### config.mk
export PLATFORM = sky130hd
export DESIGN_NAME = arp_tx_top
export DESIGN_NICKNAME = d
export VERILOG_FILES = /design/src/source/arp_tx_pkg.sv /design/src/source/arp_csr_decode.sv /design/src/source/arp_frame_sequencer.sv /design/src/source/arp_fcs_output.sv /design/src/source/arp_tx_top.sv
export SDC_FILE = /design/constraint.sdc
export NUM_CORES = 1
export LEC_CHECK = 0
export ABC_AREA = 1
export BUFFER_PORTS_ARGS = -buffer_cell sky130_fd_sc_hd__buf_2
export CORE_MARGIN = 2
export CORE_UTILIZATION = 40
export CTS_BUF_LIST = sky130_fd_sc_hd__clkbuf_8
export CTS_CLUSTER_DIAMETER = 60
export DETAILED_ROUTE_END_ITERATION = 16
export GPL_TIMING_DRIVEN = 0
export SKIP_LAST_GASP = 1
export SYNTH_ARGS = -nofsm -noshare
export SYNTH_HDL_FRONTEND = slang
export SYNTH_SLANG_ARGS = --single-unit
### constraint.sdc
create_clock -name clk -period 6.3 [get_ports clk]
set_input_delay 0.315 -clock clk [delete_from_list [all_inputs] [get_ports clk]]
set_output_delay 0.315 -clock clk [all_outputs]
set_load 0.02 [all_outputs]
### src/source/arp_tx_pkg.sv
package arp_tx_pkg;

  typedef logic [47:0] mac_addr_t;   // Sent most significant byte first
  typedef logic [31:0] ipv4_addr_t;  // Sent most significant byte first
  typedef logic [31:0] crc_t;
  typedef logic [7:0]  axil_addr_t;
  typedef logic [31:0] axil_data_t;
  typedef logic [3:0]  axil_strb_t;
  typedef logic [1:0]  axil_resp_t;

  typedef struct packed {
    mac_addr_t  src_mac;
    ipv4_addr_t src_ip;
    ipv4_addr_t dst_ip;
  } arp_cfg_t;

  // Preamble and SFD bytes are kept out of the CRC
  typedef enum logic [1:0] {
    kind_preamble,
    kind_body,
    kind_fcs
  } byte_kind_t;

  typedef struct packed {
    logic       valid;
    byte_kind_t kind;
    logic [7:0] data;
    logic [1:0] fcs_index;
  } tx_byte_t;

  typedef struct packed {
    logic       awvalid;
    axil_addr_t awaddr;
    logic       wvalid;
    axil_data_t wdata;
    axil_strb_t wstrb;
    logic       bready;
  } axil_wr_req_t;

  typedef struct packed {
    logic       awready;
    logic       wready;
    logic       bvalid;
    axil_resp_t bresp;
  } axil_wr_rsp_t;

  typedef struct packed {
    logic       arvalid;
    axil_addr_t araddr;
    logic       rready;
  } axil_rd_req_t;

  typedef struct packed {
    logic       arready;
    logic       rvalid;
    axil_data_t rdata;
    axil_resp_t rresp;
  } axil_rd_rsp_t;

  localparam axil_resp_t resp_okay   = 2'd0;
  localparam axil_resp_t resp_slverr = 2'd2;

  localparam axil_addr_t reg_ctrl       = 8'h00;
  localparam axil_addr_t reg_status     = 8'h04;
  localparam axil_addr_t reg_src_mac_hi = 8'h08;  // Upper 16 bits of the MAC
  localparam axil_addr_t reg_src_mac_lo = 8'h0C;
  localparam axil_addr_t reg_src_ip     = 8'h10;
  localparam axil_addr_t reg_dst_ip     = 8'h14;

  localparam int preamble_bytes = 7;
  localparam int pad_bytes      = 18;
  localparam int frame_bytes    = 72;  // Preamble and SFD through FCS

  localparam logic [7:0]  preamble_byte    = 8'h55;
  localparam logic [7:0]  sfd_byte         = 8'hD5;
  localparam mac_addr_t   broadcast_mac    = 48'hFFFF_FFFF_FFFF;
  localparam logic [15:0] ethertype_arp    = 16'h0806;
  localparam logic [15:0] arp_htype        = 16'h0001;
  localparam logic [15:0] arp_ptype        = 16'h0800;
  localparam logic [7:0]  arp_hlen         = 8'h06;
  localparam logic [7:0]  arp_plen         = 8'h04;
  localparam logic [15:0] arp_oper_request = 16'h0001;

  // Fixed part of the ARP payload in wire order
  localparam logic [63:0] arp_hdr = {arp_htype, arp_ptype, arp_hlen, arp_plen,
                                     arp_oper_request};

endpackage

### src/source/arp_csr_decode.sv
`timescale 1ns/1ps

module arp_csr_decode (
  input  logic                     clk,
  input  logic                     rst_n,
  input  arp_tx_pkg::axil_wr_req_t wr_req,
  output arp_tx_pkg::axil_wr_rsp_t wr_rsp,
  input  arp_tx_pkg::axil_rd_req_t rd_req,
  output arp_tx_pkg::axil_rd_rsp_t rd_rsp,
  input  logic                     busy,
  input  logic                     frame_done,
  output arp_tx_pkg::arp_cfg_t     cfg,
  output logic                     send_req
);
  import arp_tx_pkg::*;

  logic       aw_ready;
  logic       b_valid;
  axil_resp_t b_resp;
  logic       ar_ready;
  logic       r_valid;
  axil_resp_t r_resp;
  axil_data_t r_data;
  logic       wr_hs;
  logic       rd_hs;
  logic       ctrl_go;
  logic [7:0] frames_sent;
  arp_cfg_t   cfg_q;
  axil_data_t status_word;
  axil_data_t rd_word;
  axil_data_t mac_hi_merged;
  axil_data_t mac_lo_merged;
  axil_data_t src_ip_merged;
  axil_data_t dst_ip_merged;

  function automatic logic addr_mapped(axil_addr_t addr);
    return addr inside {reg_ctrl, reg_status, reg_src_mac_hi, reg_src_mac_lo,
                        reg_src_ip, reg_dst_ip};
  endfunction

  function automatic axil_data_t merge_strb(axil_data_t old_val, axil_data_t new_val,
                                            axil_strb_t strb);
    axil_data_t res;
    res = old_val;
    for (int i = 0; i < 4; i++)
    begin
      if (strb[i])
        res[8*i +: 8] = new_val[8*i +: 8];
    end
    return res;
  endfunction

  assign wr_hs = aw_ready & wr_req.awvalid & wr_req.wvalid;
  assign rd_hs = ar_ready & rd_req.arvalid;

  assign mac_hi_merged = merge_strb({16'h0, cfg_q.src_mac[47:32]}, wr_req.wdata, wr_req.wstrb);
  assign mac_lo_merged = merge_strb(cfg_q.src_mac[31:0], wr_req.wdata, wr_req.wstrb);
  assign src_ip_merged = merge_strb(cfg_q.src_ip, wr_req.wdata, wr_req.wstrb);
  assign dst_ip_merged = merge_strb(cfg_q.dst_ip, wr_req.wdata, wr_req.wstrb);

  always_ff @(posedge clk or negedge rst_n)
  begin
    if (!rst_n)
    begin
      aw_ready <= 1'b0;
      b_valid  <= 1'b0;
      b_resp   <= resp_okay;
      ctrl_go  <= 1'b0;
      send_req <= 1'b0;
      cfg_q    <= '0;
    end
    else
    begin
      // Address and data are taken together, one write in flight
      aw_ready <= wr_req.awvalid & wr_req.wvalid & ~b_valid & ~aw_ready;
      ctrl_go  <= wr_hs && (wr_req.awaddr == reg_ctrl) && wr_req.wdata[0];
      send_req <= ctrl_go;
      if (wr_hs)
      begin
        b_valid <= 1'b1;
        b_resp  <= addr_mapped(wr_req.awaddr) ? resp_okay : resp_slverr;
        case (wr_req.awaddr)
          reg_src_mac_hi: cfg_q.src_mac[47:32] <= mac_hi_merged[15:0];
          reg_src_mac_lo: cfg_q.src_mac[31:0]  <= mac_lo_merged;
          reg_src_ip:     cfg_q.src_ip         <= src_ip_merged;
          reg_dst_ip:     cfg_q.dst_ip         <= dst_ip_merged;
          default:        ;  // ctrl acts through ctrl_go, status is read only
        endcase
      end
      else if (wr_req.bready)
        b_valid <= 1'b0;
    end
  end

  assign status_word = {16'h0, frames_sent, 7'h0, busy};

  always_comb
  begin
    case (rd_req.araddr)
      reg_status:     rd_word = status_word;
      reg_src_mac_hi: rd_word = {16'h0, cfg_q.src_mac[47:32]};
      reg_src_mac_lo: rd_word = cfg_q.src_mac[31:0];
      reg_src_ip:     rd_word = cfg_q.src_ip;
      reg_dst_ip:     rd_word = cfg_q.dst_ip;
      default:        rd_word = '0;  // ctrl reads back as zero
    endcase
  end

  always_ff @(posedge clk or negedge rst_n)
  begin
    if (!rst_n)
    begin
      ar_ready <= 1'b0;
      r_valid  <= 1'b0;
      r_resp   <= resp_okay;
      r_data   <= '0;
    end
    else
    begin
      ar_ready <= rd_req.arvalid & ~r_valid & ~ar_ready;
      if (rd_hs)
      begin
        r_valid <= 1'b1;
        r_data  <= rd_word;
        r_resp  <= addr_mapped(rd_req.araddr) ? resp_okay : resp_slverr;
      end
      else if (rd_req.rready)
        r_valid <= 1'b0;
    end
  end

  always_ff @(posedge clk or negedge rst_n)
  begin
    if (!rst_n)
      frames_sent <= '0;
    else if (frame_done)
      frames_sent <= frames_sent + 8'd1;  // Wraps at 256
  end

  always_comb
  begin
    wr_rsp.awready = aw_ready;
    wr_rsp.wready  = aw_ready;
    wr_rsp.bvalid  = b_valid;
    wr_rsp.bresp   = b_resp;
    rd_rsp.arready = ar_ready;
    rd_rsp.rvalid  = r_valid;
    rd_rsp.rdata   = r_data;
    rd_rsp.rresp   = r_resp;
  end

  assign cfg = cfg_q;

endmodule

### src/source/arp_frame_sequencer.sv
`timescale 1ns/1ps

module arp_frame_sequencer #(
  parameter int ifg_cycles = 12
) (
  input  logic                 clk,
  input  logic                 rst_n,
  input  arp_tx_pkg::arp_cfg_t cfg,
  input  logic                 send_req,
  output logic                 busy,
  output logic                 frame_done,
  output arp_tx_pkg::tx_byte_t tx_byte
);
  import arp_tx_pkg::*;

  localparam int cnt_max   = (ifg_cycles > pad_bytes) ? ifg_cycles : pad_bytes;
  localparam int cnt_w     = $clog2(cnt_max + 1);
  localparam int vec_bytes = 10;  // Longest field taken from a vector (sender MAC and IP)

  typedef logic [8*vec_bytes-1:0] field_vec_t;

  typedef enum logic [3:0] {
    st_idle,
    st_preamble,
    st_sfd,
    st_dst_mac,
    st_src_mac,
    st_ethertype,
    st_arp_hdr,
    st_sender,
    st_target,
    st_pad,
    st_fcs,
    st_gap
  } state_t;

  state_t           state;
  logic [cnt_w-1:0] cnt;
  logic             last_cnt;
  arp_cfg_t         cfg_q;
  field_vec_t       field_vec;
  int               byte_shift;

  // Number of cycles spent in each state
  function automatic int field_len(state_t s);
    case (s)
      st_preamble:  return preamble_bytes;
      st_sfd:       return 1;
      st_dst_mac:   return 6;
      st_src_mac:   return 6;
      st_ethertype: return 2;
      st_arp_hdr:   return 8;
      st_sender:    return 10;
      st_target:    return 10;
      st_pad:       return pad_bytes;
      st_fcs:       return 4;
      st_gap:       return ifg_cycles + 1;  // tx_en trails the last byte by one cycle
      default:      return 1;
    endcase
  endfunction

  function automatic state_t next_state(state_t s);
    case (s)
      st_preamble:  return st_sfd;
      st_sfd:       return st_dst_mac;
      st_dst_mac:   return st_src_mac;
      st_src_mac:   return st_ethertype;
      st_ethertype: return st_arp_hdr;
      st_arp_hdr:   return st_sender;
      st_sender:    return st_target;
      st_target:    return st_pad;
      st_pad:       return st_fcs;
      st_fcs:       return st_gap;
      default:      return st_idle;
    endcase
  endfunction

  assign last_cnt = (cnt == cnt_w'(field_len(state) - 1));

  always_ff @(posedge clk or negedge rst_n)
  begin
    if (!rst_n)
    begin
      state <= st_idle;
      cnt   <= '0;
    end
    else if (state == st_idle)
    begin
      cnt <= '0;
      if (send_req)
        state <= st_preamble;
    end
    else if (last_cnt)
    begin
      state <= next_state(state);
      cnt   <= '0;
    end
    else
      cnt <= cnt + 1'b1;
  end

  // Configuration is frozen for the whole frame
  always_ff @(posedge clk)
  begin
    if (state == st_idle && send_req)
      cfg_q <= cfg;
  end

  always_comb
  begin
    field_vec  = '0;
    byte_shift = 0;
    case (state)
      st_preamble:  field_vec = field_vec_t'({preamble_bytes{preamble_byte}});
      st_sfd:       field_vec = field_vec_t'(sfd_byte);
      st_dst_mac:   field_vec = field_vec_t'(broadcast_mac);
      st_src_mac:   field_vec = field_vec_t'(cfg_q.src_mac);
      st_ethertype: field_vec = field_vec_t'(ethertype_arp);
      st_arp_hdr:   field_vec = field_vec_t'(arp_hdr);
      st_sender:    field_vec = {cfg_q.src_mac, cfg_q.src_ip};
      st_target:    field_vec = {48'h0, cfg_q.dst_ip};  // Target MAC unknown in a request
      default:      field_vec = '0;
    endcase
    if (field_len(state) <= vec_bytes)
      byte_shift = 8 * (field_len(state) - 1 - int'(cnt));  // Most significant byte first

    tx_byte.valid     = (state != st_idle) && (state != st_gap);
    tx_byte.data      = field_vec[byte_shift +: 8];
    tx_byte.fcs_index = (state == st_fcs) ? cnt[1:0] : 2'd0;
    if (state == st_preamble || state == st_sfd)
      tx_byte.kind = kind_preamble;
    else if (state == st_fcs)
      tx_byte.kind = kind_fcs;
    else
      tx_byte.kind = kind_body;
  end

  assign busy       = (state != st_idle);
  assign frame_done = (state == st_fcs) && last_cnt;

endmodule

### src/source/arp_fcs_output.sv
`timescale 1ns/1ps

module arp_fcs_output (
  input  logic                 clk,
  input  logic                 rst_n,
  input  arp_tx_pkg::tx_byte_t tx_byte,
  output logic [3:0]           data_lo,
  output logic [3:0]           data_hi,
  output logic                 tx_en
);
  import arp_tx_pkg::*;

  localparam crc_t crc_poly   = 32'hEDB8_8320;  // Reflected IEEE 802.3 polynomial
  localparam crc_t crc_preset = 32'hFFFF_FFFF;

  crc_t       crc;
  crc_t       crc_inv;
  logic [7:0] out_byte;

  // One byte through the reflected CRC, bit 0 first as on the wire
  function automatic crc_t crc_byte(crc_t crc_in, logic [7:0] data);
    crc_t c;
    c = crc_in ^ {24'h0, data};
    for (int b = 0; b < 8; b++)
    begin
      if (c[0])
        c = (c >> 1) ^ crc_poly;
      else
        c = c >> 1;
    end
    return c;
  endfunction

  always_ff @(posedge clk or negedge rst_n)
  begin
    if (!rst_n)
      crc <= crc_preset;
    else if (tx_byte.valid)
    begin
      case (tx_byte.kind)
        kind_preamble: crc <= crc_preset;  // Restart for every new frame
        kind_body:     crc <= crc_byte(crc, tx_byte.data);
        default:       crc <= crc;  // Hold while the FCS goes out
      endcase
    end
  end

  assign crc_inv = ~crc;

  always_comb
  begin
    if (tx_byte.kind == kind_fcs)
      out_byte = crc_inv[8*tx_byte.fcs_index +: 8];  // Least significant byte first
    else
      out_byte = tx_byte.data;
  end

  always_ff @(posedge clk or negedge rst_n)
  begin
    if (!rst_n)
      tx_en <= 1'b0;
    else
      tx_en <= tx_byte.valid;
  end

  // Low nibble goes out on the rising half of the DDR cell
  always_ff @(posedge clk)
  begin
    data_lo <= out_byte[3:0];
    data_hi <= out_byte[7:4];
  end

endmodule

### src/source/arp_tx_top.sv
`timescale 1ns/1ps

module arp_tx_top #(
  parameter int ifg_cycles = 12
) (
  input  logic                     clk,
  input  logic                     rst_n,
  input  arp_tx_pkg::axil_wr_req_t wr_req,
  output arp_tx_pkg::axil_wr_rsp_t wr_rsp,
  input  arp_tx_pkg::axil_rd_req_t rd_req,
  output arp_tx_pkg::axil_rd_rsp_t rd_rsp,
  output logic [3:0]               data_lo,
  output logic [3:0]               data_hi,
  output logic                     tx_en
);
  import arp_tx_pkg::*;

  arp_cfg_t cfg;
  logic     send_req;
  logic     busy;
  logic     frame_done;
  tx_byte_t tx_byte;

  arp_csr_decode u_csr (
    .clk        (clk),
    .rst_n      (rst_n),
    .wr_req     (wr_req),
    .wr_rsp     (wr_rsp),
    .rd_req     (rd_req),
    .rd_rsp     (rd_rsp),
    .busy       (busy),
    .frame_done (frame_done),
    .cfg        (cfg),
    .send_req   (send_req)
  );

  arp_frame_sequencer #(
    .ifg_cycles (ifg_cycles)
  ) u_seq (
    .clk        (clk),
    .rst_n      (rst_n),
    .cfg        (cfg),
    .send_req   (send_req),
    .busy       (busy),
    .frame_done (frame_done),
    .tx_byte    (tx_byte)
  );

  arp_fcs_output u_fcs (
    .clk     (clk),
    .rst_n   (rst_n),
    .tx_byte (tx_byte),
    .data_lo (data_lo),
    .data_hi (data_hi),
    .tx_en   (tx_en)
  );

endmodule

==> results.sh, run 1 <==
export IMPL_crit_top_cell="nand2_1"
export IMPL_drive_gt1_frac=0.153
export IMPL_dieWidth_um=206
export IMPL_hold_ws_ps=33.0
export IMPL_cp_start_kind="flop"
export IMPL_vias=14300
export IMPL_postCtsResizedCells=0
export IMPL_synthMostInstantiatedCell="nand2_1"
export IMPL_start_util=0.408
export IMPL_p_per_area_mw_per_mm2=592
export IMPL_yosys_top_cells_area="dfrtp_1 (26%), edfxtp_1 (21%), nand2_1 (14%)"
export IMPL_grt_max_degree=114
export IMPL_max_stage_delay_ps=450
export IMPL_layout_nets=2207
export IMPL_io_pins=109
export IMPL_slew_headroom=0.101
export IMPL_fp_row_count=73
export IMPL_cts_root_buf="clkbuf_8"
export IMPL_dieArea_mm2=0.0424
export IMPL_syn_to_final_growth_pct=17.7
export IMPL_synth_edf_count=112
export IMPL_grt_overflow_total=0
export IMPL_end_kind="flop"
export IMPL_postRouteAntennaNets=0
export IMPL_outcome="complete, no violations"
export IMPL_r2r_cells=30
export IMPL_drt_iter0_drc=1231
export IMPL_worst_pin_slew_ps=1340
export IMPL_min_from="wr_req[13]"
export IMPL_htree_num_levels=2
export IMPL_cts_sinks=322
export IMPL_crit_fanout=10
export IMPL_yosys_warnings=0
export IMPL_path_clk_slew_ps=60
export IMPL_finalMaxSlewViolations=0
export IMPL_crit_slowest_cell="dfrtp_1"
export IMPL_grt_pass1_vias=14100
export IMPL_yosysTopAreaCell="dfrtp_1"
export IMPL_fmax_ghz=0.211
export IMPL_ys_ff_latch=322
export IMPL_synth_top_cell_area_share=0.261
export IMPL_syn_area_mm2=0.0163
export IMPL_cts_buffer_depth=3
export IMPL_required_ps=6880
export IMPL_synth_cells=1927
export IMPL_skew_ps=39.6
export IMPL_synth_async_reset_ratio=0.627
export IMPL_syn_area_per_cell_um2=8.46
export IMPL_post_route_period_util=0.752
export IMPL_setup_tns_ps=0
export IMPL_hpwlAfterDp_um=39800
export IMPL_vias_per_cell=5.30
export IMPL_max_vdd_ir_drop_mv=0.322
export IMPL_synth_flop_cell="dfrtp_1"
export IMPL_min_to="u_csr.cfg[40]"
export IMPL_finalSetupViolCount=0
export IMPL_portBuffers=106
export IMPL_antenna_found_initial=0
export IMPL_track_usage=0.263
export IMPL_dr_pass1_iters=5
export IMPL_fin_crit_ps=4740
export IMPL_cts_tree="built"
export IMPL_ys_seq_area_frac=0.529
export IMPL_synth_distinct_cells=54
export IMPL_insertedDiodeCount=0
export IMPL_rrSetupSlack_ps=1560
export IMPL_netlist_top_cells_count="nand2_1 (590), inv_1 (198), o21ai_0 (173), dfrtp_1 (170), nand3_1 (130)"
export IMPL_cts_setup_buffers=0
export IMPL_criticalPathCategory="flop to flop"
export IMPL_r2r_start="u_seq.state[1]"
export IMPL_drv_cap=0
export IMPL_critPathArrivalTime_ps=5320
export IMPL_grt_pass1_wl_um=83800
export IMPL_gp_congestion=0.960
export IMPL_hold_viol=0
export IMPL_cp_startpoint="u_seq.state[1]"
export IMPL_leakagePower_uw=0.00891
export IMPL_hold_path_depth=3
export IMPL_fp_dieH_um=206
export IMPL_drt_drc_violations_left=0
export IMPL_core_area_mm2=0.0400
export IMPL_numCtsBuffers=56
export IMPL_r2r_end="u_fcs.crc[19]"
export IMPL_routedWlPerCell_um=20.0
export IMPL_min_path_type="primary input to flop"
export IMPL_wl_um=54000
export IMPL_clock_latency_ps=660
export IMPL_rsz0062_at_grt="false"
[where the power goes]
part | leakage [µW] | switching (µW) | internal [µW]
combinational | 0.00469 | 4710 | 2060
sequential | 0.00353 | 136 | 2450
clock | 0.000685 | 920 | 1090
total | 0.00891 | 5760 | 5590
[per-stage QoR]
step	setup slack, ps	util	total power (µW)	cells	cell area [µm²]
4_1_cts	1650	0.480	11300	2708	19200
6_report	1560	0.480	11300	2708	19200
3_3_place_gp	25.8	0.437	9170	2559	17500
2_1_floorplan	1750	-	7330	1928	16300
3_5_place_dp	1660	0.440	9230	2563	17600
5_1_grt	1070	0.480	12300	2708	19200
[layout make-up]
cell class / instances / area [µm²]
timing repair buffer: 149 / 1020
inverter: 210 / 788
tap: 525 / 657
buffer: 79 / 424
multi-input combinational: 1317 / 6480
fill: 3927 / 20800
sequential: 322 / 8620
clock buffer: 69 / 950
clock inverter: 37 / 244
[layer usage]
metal | GRT usage | vias up | share of wire
li1 | - | 6817 | -
met1 | 0.362 | 6931 | 0.45
met2 | 0.422 | 488 | 0.46
met3 | 0.0347 | 106 | 0.054
met4 | 0.107 | 0 | 0.037
met5 | 0 | - | 0
[critical path: cells and delay by family, from the launching register on]
| family | cells | cell delay [ps] |
|---|---|---|
| flops | 1 | 450 |
| compound gates | 2 | 260 |
| buf+inv | 4 | 760 |
| fa+ha+maj | 2 | 620 |
| simple gates | 22 | 2590 |
[registers in the layout (all words and copies together), names as in the netlist, 4 cells and up]
| signal | flops |
|---|---|
| u_csr.cfg | 112 |
| u_seq.cfg_q | 112 |
| u_csr.r_data | 32 |
| u_fcs.crc | 32 |
| u_csr.frames_sent | 8 |
| u_seq.cnt | 5 |
| u_fcs.data_hi | 4 |
| u_fcs.data_lo | 4 |
| u_seq.state | 4 |
[cell families (layout without fill, tap and decap cells)]
logic type | count (synthesis) | count (layout) | synth area share
xor+xnor | 32 | 32 | 0.0172
buf+inv | 289 | 544 | 0.0744
fa+ha+maj | 13 | 13 | 0.0104
simple gates | 929 | 929 | 0.247
compound gates | 341 | 341 | 0.122
other cells | 1 | 2 | 0.000230
flops | 322 | 322 | 0.529
[cell usage in the layout (no fill, tap or decap), types with 8 or more instances in the layout]
master           n
nand3_2          8
nand2_1        590
a21oi_1         60
inv_2            9
xor2_1          25
a221oi_1        26
nand3_1        130
dfstp_2         32
dlygate4sd3_1   39
dfrtp_1        170
a22o_1          18
o2111ai_1        8
ha_1            12
buf_4           15
nor2_1          98
buf_2          114
clkbuf_8        69
o22ai_1         16
edfxtp_1       112
clkinv_2        14
o21ai_0        173
o21ai_1         12
a31oi_1          9
dfxtp_1          8
inv_1          213
buf_6            8
nor3_1          14
clkbuf_1        47
nand4_1         28
nand2_2         25
[worst max path at each step]
stage                     endpoint  slack, ps  cells after the start
floorplan           u_seq.state[3]       1750                      9
global placement    u_seq.state[3]         30                      9
detailed placement   u_fcs.crc[19]       1660                     30
CTS                  u_fcs.crc[19]       1650                     31
global route         u_fcs.crc[19]       1070                     30
finish               u_fcs.crc[19]       1560                     30
[what timing repair did]
item,in CTS,in global routing
hold endpoints to repair,160,0
hold buffers,39,0
endpoints found under the setup margin,0,0
(Power assumes the default switching activity.)
==> run 2, diff against run 1 <==
clock period = 4.9 ns   (was 6.3 ns; I/O delays follow)
==> results.sh, run 2 (same netlist as run 1, synthesis figures left out) <==
export IMPL_leakagePower_uw=0.00893
export IMPL_start_util=0.408
export IMPL_fmax_ghz=0.223
export IMPL_vias_per_cell=5.29
export IMPL_io_pins=109
export IMPL_crit_fanout=9
export IMPL_fp_row_count=73
export IMPL_cts_sinks=322
export IMPL_drive_gt1_frac=0.156
export IMPL_crit_end="u_fcs.crc[19]"
export IMPL_finalSetupViolCount=0
export IMPL_drt_drc_violations_left=0
export IMPL_insertedDiodeCount=0
export IMPL_path_clk_slew_ps=60
export IMPL_grt_pass1_vias=14100
export IMPL_antenna_found_initial=0
export IMPL_dieWidth_um=206
export IMPL_n_fill_cell=3926
export IMPL_final_cells=2711
export IMPL_hold_viol=0
export IMPL_gp_congestion=0.960
export IMPL_dr_pass1_iters=5
export IMPL_r2r_start="u_seq.state[0]"
export IMPL_slew_headroom=0.0777
export IMPL_drt_iter0_drc=1294
export IMPL_hold_ws_ps=166
export IMPL_hpwlAfterDp_um=39800
export IMPL_grt_max_degree=114
export IMPL_portBuffers=106
export IMPL_post_route_period_util=0.914
export IMPL_final_util=0.481
export IMPL_skew_ps=39.1
export IMPL_criticalPathCategory="flop to flop"
export IMPL_vias=14300
export IMPL_cts_tree="built"
export IMPL_postRouteAntennaNets=0
export IMPL_r2r_cells=27
export IMPL_core_area_mm2=0.0400
export IMPL_drv_cap=0
export IMPL_numCtsBuffers=56
export IMPL_cts_root_buf="clkbuf_8"
export IMPL_syn_to_final_growth_pct=18.0
export IMPL_track_usage=0.263
export IMPL_fp_dieH_um=206
export IMPL_r2r_end="u_fcs.crc[19]"
export IMPL_end_kind="flop"
export IMPL_max_stage_delay_ps=430
export IMPL_fin_crit_ps=4480
export IMPL_cp_start_kind="flop"
export IMPL_layout_nets=2210
export IMPL_worst_pin_slew_ps=1370
export IMPL_cp_startpoint="u_seq.state[0]"
export IMPL_routedWlPerCell_um=20.0
export IMPL_cts_buffer_depth=3
export IMPL_finalMaxSlewViolations=0
export IMPL_crit_top_cell="nand3_1"
export IMPL_wl_um=54200
export IMPL_dieArea_mm2=0.0424
export IMPL_critPathArrivalTime_ps=5070
export IMPL_clock_latency_ps=660
export IMPL_grt_overflow_total=0
export IMPL_grt_pass1_wl_um=83800
export IMPL_p_per_area_mw_per_mm2=761
export IMPL_rsz0062_at_grt="false"
export IMPL_layout_common_cells="nand2_1 (586), inv_1 (213), o21ai_0 (173)"
export IMPL_mostFrequentLayoutCell="nand2_1"
export IMPL_dp_cells=2563
export IMPL_min_path_type="primary input to flop"
export IMPL_required_ps=5490
export IMPL_outcome="complete, no violations"
export IMPL_crit_slowest_cell="fa_1"
export IMPL_rrSetupSlack_ps=420
export IMPL_cts_setup_buffers=0
export IMPL_max_vdd_ir_drop_mv=0.413
export IMPL_finalPower_uw=14600
export IMPL_htree_num_levels=2
## run 2: cell types whose count changed in the layout (fill, tap and decap cells not counted), moves of 2 or more
cell           before  now
nand2_1           590  586
nand2_2            25   29
buf_2             114  111
dlygate4sd3_1      39   42
clkbuf_4            0    2
## run 2: worst min path at each step
stage / from / to / slack, ps / cells after the start
2_1_floorplan: rst_n / u_csr.ar_ready / -50 / 0
3_3_place_gp: u_csr.ctrl_go / u_csr.send_req / 340 / 0
3_5_place_dp: rst_n / u_csr.cfg[70] / 310 / 1
4_1_cts: rd_req[7] / u_csr.r_resp[1] / 120 / 5
5_1_grt: rd_req[8] / u_csr.r_resp[1] / 190 / 5
6_report: wr_req[1] / u_csr.cfg[66] / 170 / 6
## run 2: routing by layer
layer / global-route usage / vias up / routed length (µm)
met1: 0.362 / 6889 / 24500
met2: 0.422 / 521 / 24700
met4: 0.107 / 0 / 1980
met3: 0.0347 / 111 / 3020
met5: 0 / - / 0
li1: - / 6827 / -
## run 2: per-stage QoR
| step | instance area, µm² | TNS [ps] | worst slack, ps |
|---|---|---|---|
| 2_1_floorplan | 16300 | 0 | 353 |
| 3_3_place_gp | 17500 | -131580 | -1370 |
| 3_5_place_dp | 17600 | 0 | 263 |
| 4_1_cts | 19200 | 0 | 252 |
| 5_1_grt | 19200 | 0 | 28.7 |
| 6_report | 19200 | 0 | 421 |
## run 2: repair_timing
item,CTS,global route
hold buffers,42,0
setup endpoints to repair,0,14
resized for setup,0,12
hold endpoints to repair,175,0
## run 2: layout make-up
| class | count | area [µm²] | area share |
|---|---|---|---|
| Buffer | 79 | 433 | 0.0225 |
| Clock buffer | 69 | 950 | 0.0494 |
| Clock inverter | 37 | 244 | 0.0127 |
| Inverter | 210 | 788 | 0.0410 |
| Multi-Input combinational cell | 1317 | 6500 | 0.338 |
| Sequential cell | 322 | 8620 | 0.448 |
| Tap cell | 525 | 657 | 0.0341 |
| Timing Repair Buffer | 152 | 1050 | 0.0545 |
## run 2: where the power goes
group	total [µW]	switching [µW]	leakage, µW	internal [µW]
Combinational	8730	6060	0.00471	2670
Sequential	3320	175	0.00353	3150
Clock	2580	1190	0.000685	1400
## run 2: critical path: cells and delay by family, from the launching register on
kind          cells  cell delay, ps
flops             1             420
simple gates     18            2270
fa+ha+maj         3             770
buf+inv           6             960
